`src/hw/cpu_axi_settings.svh`:
```
`ifndef CPU_AXI_SETTINGS_SVH
`define CPU_AXI_SETTINGS_SVH

// bus widths
`define AXI_DATA_W      64
`define AXI_ADDR_W      32
`define AXI_ID_W        4
`define AXI_LEN_W       8
`define AXI_STRB_W      (`AXI_DATA_W / 8)

// one outstanding burst per channel, so fixed IDs
`define RD_ID           4'd0
`define WR_ID           4'd1

`define BEAT_SIZE_8B    3'd3    // 8 bytes per read beat
`define AXI_BURST_INCR  2'b01

`endif

```
`src/hw/cpu_axi_pkg.sv`:
```
package cpu_axi_pkg;

    // owner of the shared read path
    typedef enum logic [1:0] {
        GRANT_NONE = 2'd0,
        GRANT_MEMR = 2'd1,
        GRANT_IF   = 2'd2
    } grant_e;

    // read engine
    typedef enum logic [1:0] {
        RD_IDLE = 2'd0,
        RD_ADDR = 2'd1,     // arvalid up
        RD_DATA = 2'd2      // collecting R beats
    } rd_state_e;

    // write engine
    typedef enum logic [1:0] {
        WR_IDLE = 2'd0,
        WR_ADDR = 2'd1,     // awvalid up
        WR_DATA = 2'd2,     // W beats
        WR_RESP = 2'd3      // waiting for B
    } wr_state_e;

endpackage

```
`src/hw/axi_rw_if.sv`:
```
`timescale 1ns/1ps
`include "cpu_axi_settings.svh"

interface axi_rw_if;

    // granted read request
    logic                   r_valid;
    logic                   r_ready;    // one per data beat
    logic [`AXI_ADDR_W-1:0] r_addr;
    logic [`AXI_LEN_W-1:0]  r_len;
    logic [`AXI_DATA_W-1:0] r_data;
    logic                   r_last;

    // write request
    logic                   w_valid;
    logic                   w_ready;    // one per accepted W beat
    logic [`AXI_ADDR_W-1:0] w_addr;
    logic [`AXI_LEN_W-1:0]  w_len;
    logic [2:0]             w_size;
    logic [`AXI_DATA_W-1:0] w_data;
    logic                   w_last;     // pulse on B

    modport arb (
        output r_valid, r_addr, r_len, w_valid, w_addr, w_len, w_size, w_data,
        input  r_ready, r_data, r_last, w_ready, w_last
    );

    modport rd_mst (
        input  r_valid, r_addr, r_len,
        output r_ready, r_data, r_last
    );

    modport wr_mst (
        input  w_valid, w_addr, w_len, w_size, w_data,
        output w_ready, w_last
    );

endinterface

```
`src/hw/mem_bus_arbiter.sv`:
```
`timescale 1ns/1ps
`include "cpu_axi_settings.svh"

module mem_bus_arbiter
    import cpu_axi_pkg::*;
(
    input  logic                   clk,
    input  logic                   rst,

    // fetch read port
    input  logic                   if_ar_valid_i,
    input  logic [`AXI_ADDR_W-1:0] if_ar_addr_i,
    input  logic [`AXI_LEN_W-1:0]  if_ar_len_i,
    output logic                   if_ar_ready_o,
    output logic [`AXI_DATA_W-1:0] if_ar_data_o,
    output logic                   if_ar_last_o,

    // load/store read port
    input  logic                   mem_r_valid_i,
    input  logic [`AXI_ADDR_W-1:0] mem_r_addr_i,
    input  logic [`AXI_LEN_W-1:0]  mem_r_len_i,
    output logic                   mem_r_ready_o,
    output logic [`AXI_DATA_W-1:0] mem_r_data_o,
    output logic                   mem_r_last_o,

    // load/store write port
    input  logic                   mem_w_valid_i,
    input  logic [`AXI_ADDR_W-1:0] mem_w_addr_i,
    input  logic [`AXI_LEN_W-1:0]  mem_w_len_i,
    input  logic [2:0]             mem_w_size_i,
    input  logic [`AXI_DATA_W-1:0] mem_w_data_i,
    output logic                   mem_w_ready_o,
    output logic                   mem_w_last_o,

    axi_rw_if.arb                  bus
);

    grant_e grant_q;
    grant_e grant_d;
    logic   grant_mem;
    logic   grant_if;

    always_ff @(posedge clk) begin
        if (rst) begin
            grant_q <= GRANT_NONE;
        end else begin
            grant_q <= grant_d;
        end
    end

    always_comb begin
        grant_d = grant_q;
        case (grant_q)
            GRANT_NONE: begin
                if (mem_r_valid_i) begin    // MEM wins a tie
                    grant_d = GRANT_MEMR;
                end else if (if_ar_valid_i) begin
                    grant_d = GRANT_IF;
                end
            end
            GRANT_MEMR, GRANT_IF: begin
                // burst done, or requester gave up
                if ((bus.r_ready && bus.r_last) || !bus.r_valid) begin
                    grant_d = GRANT_NONE;
                end
            end
            default: grant_d = GRANT_NONE;
        endcase
    end

    assign grant_mem = (grant_q == GRANT_MEMR);
    assign grant_if  = (grant_q == GRANT_IF);

    // request mux onto the shared read path
    assign bus.r_valid = (grant_mem && mem_r_valid_i) || (grant_if && if_ar_valid_i);
    assign bus.r_addr  = grant_mem ? mem_r_addr_i :
                         grant_if  ? if_ar_addr_i : '0;
    assign bus.r_len   = grant_mem ? mem_r_len_i :
                         grant_if  ? if_ar_len_i  : '0;

    // only the owner sees the response
    assign mem_r_ready_o = grant_mem ? bus.r_ready : 1'b0;
    assign mem_r_data_o  = grant_mem ? bus.r_data  : '0;
    assign mem_r_last_o  = grant_mem ? bus.r_last  : 1'b0;
    assign if_ar_ready_o = grant_if  ? bus.r_ready : 1'b0;
    assign if_ar_data_o  = grant_if  ? bus.r_data  : '0;
    assign if_ar_last_o  = grant_if  ? bus.r_last  : 1'b0;

    // single writer, no arbitration
    assign bus.w_valid    = mem_w_valid_i;
    assign bus.w_addr     = mem_w_addr_i;
    assign bus.w_len      = mem_w_len_i;
    assign bus.w_size     = mem_w_size_i;
    assign bus.w_data     = mem_w_data_i;
    assign mem_w_ready_o  = bus.w_ready;
    assign mem_w_last_o   = bus.w_last;

endmodule

```
`src/hw/axi_read_master.sv`:
```
`timescale 1ns/1ps
`include "cpu_axi_settings.svh"

module axi_read_master
    import cpu_axi_pkg::*;
(
    input  logic                   clk,
    input  logic                   rst,

    axi_rw_if.rd_mst               bus,

    // AR channel
    output logic [`AXI_ADDR_W-1:0] araddr_o,
    output logic [`AXI_LEN_W-1:0]  arlen_o,
    output logic [2:0]             arsize_o,
    output logic [1:0]             arburst_o,
    output logic [`AXI_ID_W-1:0]   arid_o,
    output logic                   arvalid_o,
    input  logic                   arready_i,

    // R channel
    input  logic [`AXI_DATA_W-1:0] rdata_i,
    input  logic                   rlast_i,
    input  logic                   rvalid_i,
    output logic                   rready_o
);

    rd_state_e              state_q;
    rd_state_e              state_d;
    logic [`AXI_ADDR_W-1:0] addr_q;
    logic [`AXI_LEN_W-1:0]  len_q;
    logic                   beat;

    always_ff @(posedge clk) begin
        if (rst) begin
            state_q <= RD_IDLE;
        end else begin
            state_q <= state_d;
        end
    end

    // latch request on acceptance
    always_ff @(posedge clk) begin
        if (state_q == RD_IDLE && bus.r_valid) begin
            addr_q <= bus.r_addr;
            len_q  <= bus.r_len;
        end
    end

    always_comb begin
        state_d = state_q;
        case (state_q)
            RD_IDLE: if (bus.r_valid) state_d = RD_ADDR;
            RD_ADDR: if (arready_i)   state_d = RD_DATA;
            RD_DATA: if (rvalid_i && rlast_i) state_d = RD_IDLE;
            default: state_d = RD_IDLE;
        endcase
    end

    assign araddr_o  = addr_q;
    assign arlen_o   = len_q;
    assign arsize_o  = `BEAT_SIZE_8B;   // always full-width beats
    assign arburst_o = `AXI_BURST_INCR;
    assign arid_o    = `RD_ID;
    assign arvalid_o = (state_q == RD_ADDR);

    // core side never stalls
    assign rready_o  = (state_q == RD_DATA);
    assign beat      = rready_o && rvalid_i;

    assign bus.r_ready = beat;
    assign bus.r_last  = beat && rlast_i;
    assign bus.r_data  = rdata_i;

endmodule

```
`src/hw/axi_write_master.sv`:
```
`timescale 1ns/1ps
`include "cpu_axi_settings.svh"

module axi_write_master
    import cpu_axi_pkg::*;
(
    input  logic                   clk,
    input  logic                   rst,

    axi_rw_if.wr_mst               bus,

    // AW channel
    output logic [`AXI_ADDR_W-1:0] awaddr_o,
    output logic [`AXI_LEN_W-1:0]  awlen_o,
    output logic [2:0]             awsize_o,
    output logic [1:0]             awburst_o,
    output logic [`AXI_ID_W-1:0]   awid_o,
    output logic                   awvalid_o,
    input  logic                   awready_i,

    // W channel
    output logic [`AXI_DATA_W-1:0] wdata_o,
    output logic [`AXI_STRB_W-1:0] wstrb_o,
    output logic                   wlast_o,
    output logic                   wvalid_o,
    input  logic                   wready_i,

    // B channel
    input  logic                   bvalid_i,
    output logic                   bready_o
);

    wr_state_e              state_q;
    wr_state_e              state_d;
    logic [`AXI_ADDR_W-1:0] addr_q;
    logic [`AXI_LEN_W-1:0]  len_q;
    logic [2:0]             size_q;
    logic [`AXI_LEN_W-1:0]  beat_cnt_q;
    logic [2:0]             lane_q;     // byte offset of current beat
    logic [3:0]             lane_step;  // bytes per beat
    logic [`AXI_STRB_W-1:0] lane_mask;
    logic                   w_beat;

    assign w_beat    = wvalid_o && wready_i;
    assign lane_step = 4'd1 << size_q;

    always_ff @(posedge clk) begin
        if (rst) begin
            state_q    <= WR_IDLE;
            beat_cnt_q <= '0;
            lane_q     <= '0;
        end else begin
            state_q <= state_d;
            if (state_q == WR_ADDR && awready_i) begin
                beat_cnt_q <= '0;
                lane_q     <= addr_q[2:0];
            end else if (w_beat) begin
                beat_cnt_q <= beat_cnt_q + 1'b1;
                lane_q     <= lane_q + lane_step[2:0];  // wraps within the word
            end
        end
    end

    always_ff @(posedge clk) begin
        if (state_q == WR_IDLE && bus.w_valid) begin
            addr_q <= bus.w_addr;
            len_q  <= bus.w_len;
            size_q <= bus.w_size;
        end
    end

    always_comb begin
        state_d = state_q;
        case (state_q)
            WR_IDLE: if (bus.w_valid) state_d = WR_ADDR;
            WR_ADDR: if (awready_i)   state_d = WR_DATA;
            WR_DATA: if (w_beat && wlast_o) state_d = WR_RESP;
            WR_RESP: if (bvalid_i)    state_d = WR_IDLE;
            default: state_d = WR_IDLE;
        endcase
    end

    assign awaddr_o  = addr_q;
    assign awlen_o   = len_q;
    assign awsize_o  = size_q;
    assign awburst_o = `AXI_BURST_INCR;
    assign awid_o    = `WR_ID;
    assign awvalid_o = (state_q == WR_ADDR);

    // 2^size low lanes, moved up to the beat offset
    assign lane_mask = ~({`AXI_STRB_W{1'b1}} << lane_step);
    assign wstrb_o   = lane_mask << lane_q;

    assign wdata_o   = bus.w_data;      // requester advances data after each w_ready
    assign wvalid_o  = (state_q == WR_DATA);
    assign wlast_o   = (beat_cnt_q == len_q);
    assign bready_o  = (state_q == WR_RESP);

    assign bus.w_ready = w_beat;
    assign bus.w_last  = bready_o && bvalid_i;

endmodule

```
`src/hw/cpu_axi_top.sv`:
```
`timescale 1ns/1ps
`include "cpu_axi_settings.svh"

module cpu_axi_top (
    input  logic                   clk,
    input  logic                   rst,

    // fetch read
    input  logic                   if_ar_valid_i,
    input  logic [`AXI_ADDR_W-1:0] if_ar_addr_i,
    input  logic [`AXI_LEN_W-1:0]  if_ar_len_i,
    output logic                   if_ar_ready_o,
    output logic [`AXI_DATA_W-1:0] if_ar_data_o,
    output logic                   if_ar_last_o,

    // load/store read
    input  logic                   mem_r_valid_i,
    input  logic [`AXI_ADDR_W-1:0] mem_r_addr_i,
    input  logic [`AXI_LEN_W-1:0]  mem_r_len_i,
    output logic                   mem_r_ready_o,
    output logic [`AXI_DATA_W-1:0] mem_r_data_o,
    output logic                   mem_r_last_o,

    // load/store write
    input  logic                   mem_w_valid_i,
    input  logic [`AXI_ADDR_W-1:0] mem_w_addr_i,
    input  logic [`AXI_LEN_W-1:0]  mem_w_len_i,
    input  logic [2:0]             mem_w_size_i,
    input  logic [`AXI_DATA_W-1:0] mem_w_data_i,
    output logic                   mem_w_ready_o,
    output logic                   mem_w_last_o,

    // AXI4 read
    output logic [`AXI_ADDR_W-1:0] araddr_o,
    output logic [`AXI_LEN_W-1:0]  arlen_o,
    output logic [2:0]             arsize_o,
    output logic [1:0]             arburst_o,
    output logic [`AXI_ID_W-1:0]   arid_o,
    output logic                   arvalid_o,
    input  logic                   arready_i,
    input  logic [`AXI_DATA_W-1:0] rdata_i,
    input  logic                   rlast_i,
    input  logic                   rvalid_i,
    output logic                   rready_o,

    // AXI4 write
    output logic [`AXI_ADDR_W-1:0] awaddr_o,
    output logic [`AXI_LEN_W-1:0]  awlen_o,
    output logic [2:0]             awsize_o,
    output logic [1:0]             awburst_o,
    output logic [`AXI_ID_W-1:0]   awid_o,
    output logic                   awvalid_o,
    input  logic                   awready_i,
    output logic [`AXI_DATA_W-1:0] wdata_o,
    output logic [`AXI_STRB_W-1:0] wstrb_o,
    output logic                   wlast_o,
    output logic                   wvalid_o,
    input  logic                   wready_i,
    input  logic                   bvalid_i,
    output logic                   bready_o
);

    axi_rw_if bus ();

    // core ports map one to one
    mem_bus_arbiter u_arbiter (
        .bus (bus.arb),
        .*
    );

    axi_read_master u_rd_master (
        .bus (bus.rd_mst),
        .*
    );

    axi_write_master u_wr_master (
        .bus (bus.wr_mst),
        .*
    );

endmodule

```
`config.mk`:
```
export PLATFORM = sky130hd
export DESIGN_NAME = cpu_axi_top
export DESIGN_NICKNAME = d
export VERILOG_FILES = /design/src/hw/cpu_axi_pkg.sv /design/src/hw/axi_rw_if.sv /design/src/hw/mem_bus_arbiter.sv /design/src/hw/axi_read_master.sv /design/src/hw/axi_write_master.sv /design/src/hw/cpu_axi_top.sv
export VERILOG_INCLUDE_DIRS = /design/src /design/src/hw
export SDC_FILE = /design/constraint.sdc
export NUM_CORES = 1
export LEC_CHECK = 0
export BUFFER_PORTS_ARGS = -buffer_cell sky130_fd_sc_hd__buf_4
export CAP_MARGIN = 25
export CORE_AREA = 2 2 220 222
export CTS_BUF_LIST = sky130_fd_sc_hd__clkbuf_8
export DETAILED_ROUTE_END_ITERATION = 6
export DIE_AREA = 0 0 222 224
export SYNTH_ARGS = -nofsm -noshare
export SYNTH_HDL_FRONTEND = slang
export SYNTH_SLANG_ARGS = --single-unit
```
`constraint.sdc`:
```
create_clock -name clk -period 5.85 [get_ports clk]
set_clock_uncertainty 0.1 [all_clocks]
set_input_delay 0.8775 -clock clk [delete_from_list [all_inputs] [get_ports clk]]
set_output_delay 0.8775 -clock clk [all_outputs]
set_load 0.05 [all_outputs]
```
==> flow_summary_export.csv <==
group,metric,value,unit
finish,syn2layout_area_growth,63.9,%
hold_path,min_from,"u_wr_master.beat_cnt_q[1]",
worst_setup_path,reg2reg_depth,7,
place,gp_congestion,0.818,
clocking,clk_latency,0.44,ns
sta,rsz0062_at_grt,"no",
finish,fillers,5196,
sta,tightestPinTransition,0.666,ns
die,die_y,224,µm
global_routing,grt_max_degree,109,
route,vias,5156,
route,drtIter0Drc,190,
die,ios,572,
flow_run,maxCapViolCount,0,
clocking,cts_sinks,100,
clocking,cts_max_path_buffers,2,
route,drtAntennaViolNets,0,
die,placementRows,80,
clocking,clockRootBuffer,"clkbuf_8",
die,coreArea,0.0473,mm²
place,port_buffers,428,
clocking,cts_tree,"built",
place,hpwl,19300,µm
sta,final-setup-viol-count,0,
pwr,p_leak,4.16,nW
global_routing,grt_overflow,0,
worst_setup_path,r2r-end,"u_wr_master.lane_q[2]",
worst_setup_path,r2r_slack,3.39,ns
worst_setup_path,cp_data_arrival_time,2.01,ns
sta,fin_crit_sh,0.510,
synthesis,ys_seq_elements,100,
clocking,clk_pin_slew,0.13,ns
clocking,cts_hold_buf,0,
synthesis,netlist_area,0.00568,mm²
synthesis,netlist_instances,521,
finish,final_core_util,0.197,
finish,fin_cells,1488,
die,die_x,222,µm
clocking,htree_levels,3,
finish,multiInputGateArea,0.00218,mm²
clocking,cts_buffers,9,
synthesis,ys_seq_area_frac,0.498,
worst_setup_path,cp-end-kind,"primary output",
worst_setup_path,start_kind,"register",
clocking,post_cts.repair.setup_buffers,0,
sta,tns,0,ns
global_routing,grt_pass1_vias,5114,
route,viasPerCell,3.47,
worst_setup_path,required,4.87,ns
pwr,vdd_drop_max,0.000101,V
global_routing,antenna_found_initial,1,
worst_setup_path,path_class,"register to primary output",
die,start_util,0.120,
worst_setup_path,r2r_start,"u_wr_master.awsize_o[0]",
synthesis,yosys-top-cells-area,"edfxtp_1, and2_1, buf_4, a22o_1, dfxtp_1",
finish,drive_gt1_frac,0.531,
route,drt_pass1_iterations,4,
sta,finalCriticalPeriod,2.99,ns
hold_path,min_path_cells,2,
place,place_ws,2.95,ns
sta,fmax,0.335,GHz
synthesis,synth_top_area_share,0.439,
synthesis,dominantRegCellSynth,"edfxtp_1",
synthesis,synth_cell_types,46,
finish,seqCellArea,0.00283,mm²
synthesis,synth_edf_count,83,
hold_path,hold_path_end,"u_wr_master.beat_cnt_q[1]",
route,drt-total-wl,23600,µm
synthesis,yosysWarnings,0,
worst_setup_path,worstPathMaxFanout,13,
sta,slew_headroom,0.556,
sta,layout_setup_ws,2.86,ns
finish,fin_nets,1139,
die,die_area,0.0497,mm²
place,place_inst,1468,
run_status,status,"finished clean",
pwr,power-per-cell-area,290,mW/mm²
sta,finalMaxSlewViolations,0,
route,routedWlPerCell,15.9,µm
hold_path,hold_path.class,"register to register",
synthesis,avgSynthCellArea,10.9,µm²
global_routing,grt_pass1_wl,32700,µm
synthesis,synthArstFlopShare,0,
synthesis,yosys.area.top_type,"edfxtp_1",
global_routing,track_usage,0.0903,
route,drc,0,
sta,hold_viol,0,
clocking,ctsResizeCount,0,
## power by group
part	internal, W	switching, W	leakage [nW]
Combinational	0.000399	0.000849	3.15
Clock	0.000165	0.000297	0.0954
Sequential	0.000905	0.0000816	0.914
## cell usage in the layout (no fill, tap or decap), types with 3 or more instances in the layout
cell type  Yosys  final
nor2b_1        8      7
a21oi_1        6      6
a22oi_1        3      3
nor2_1        16     16
and3_1         4      4
inv_1          6      6
buf_4         79    429
clkbuf_8       0      9
conb_1         2     15
buf_12         0      3
nand2_1       14     14
a211oi_1       3      3
dfxtp_1       17     17
and2_1       133    132
inv_8          0      3
clkinv_4       0      3
nand4_1        5      5
ha_1          10      8
nor3_1         8      7
a22o_1        40     40
xor2_1        15     15
nand2b_1       4      4
edfxtp_1      83     83
a311oi_1       4      4
## worst max-delay path by stage
stage | slack (ns) | startpoint | to
2_1_floorplan | 1.39 | u_wr_master.awsize_o[1] | wstrb_o[5]
3_3_place_gp | 2.97 | u_arbiter.grant_q[0] | u_rd_master.araddr_o[3]
3_5_place_dp | 2.95 | u_arbiter.grant_q[1] | u_rd_master.araddr_o[1]
4_1_cts | 2.47 | u_arbiter.grant_q[0] | if_ar_ready_o
5_1_grt | 2.65 | u_wr_master.awsize_o[1] | wstrb_o[5]
6_report | 2.86 | u_wr_master.awsize_o[1] | wstrb_o[5]
## critical path, cell delays in order, from the launching register on
cell,delay [ns]
edfxtp_1,0.65
o21a_1,0.19
nor2_1,0.05
a2111oi_0,0.39
buf_4,0.29
## layer usage
metal,track usage,wire length (µm),up-vias
met3,0.0397,2150,33
met2,0.154,11700,322
met5,0.00587,0,-
li1,-,-,2400
met1,0.0977,9050,2401
met4,0.0366,734,0
## flip-flops by register name, indices dropped and copies added (netlist names)
name                    flops
u_wr_master.beat_cnt_q      8
u_rd_master.state_q         2
u_wr_master.awaddr_o       32
u_wr_master.awlen_o         8
u_arbiter.grant_q           2
u_rd_master.arlen_o         8
u_wr_master.awsize_o        3
u_wr_master.lane_q          3
u_wr_master.state_q         2
u_rd_master.araddr_o       32
## final cells by class
class,instances,share of cell area
Timing Repair Buffer,433,0.355
Clock buffer,9,0.0133
Inverter,7,0.00282
Sequential cell,100,0.304
Antenna cell,1,0.000269
Clock inverter,7,0.00726
Tap cell,615,0.0826
Multi-Input combinational cell,316,0.234
## cells by family (layout without fill, tap and decap cells)
kind of cell             after synthesis  in the layout  synth area share
adder cells (fa/ha/maj)               10             10            0.0220
other                                  2             16           0.00132
XOR/XNOR                              16             16            0.0247
AND/OR/NAND/NOR                      207            207             0.224
buffers and inverters                118            456             0.131
multiplexers                           2              2           0.00374
AO/OA/AOI/OAI                         66             66            0.0949
flip-flops                           100            100             0.498
## stage by stage
step                      power [W]  hold slack, ns  instance area, µm²
after floorplan             0.00193           0.372                5730
after global placement      0.00223           0.398                9030
after detailed placement    0.00225           0.417                9050
after CTS                   0.00274           0.421                9240
after global routing        0.00283           0.447                9310
final                       0.00270           0.423                9310
## synthesized netlist by cell type (3+ instances only)
library cell	number
nand2b_1	4
buf_2	5
nor3_1	8
edfxtp_1	83
and2_1	133
clkbuf_1	27
a22oi_1	3
nand2_1	14
a22o_1	40
a311oi_1	4
buf_4	79
dfxtp_1	17
a211oi_1	3
a21oi_1	6
ha_1	10
nand4_1	5
and3_1	4
inv_1	6
xor2_1	15
nor2_1	16
nor2b_1	8
No activity file was read; power rests on OpenSTA's default activity.
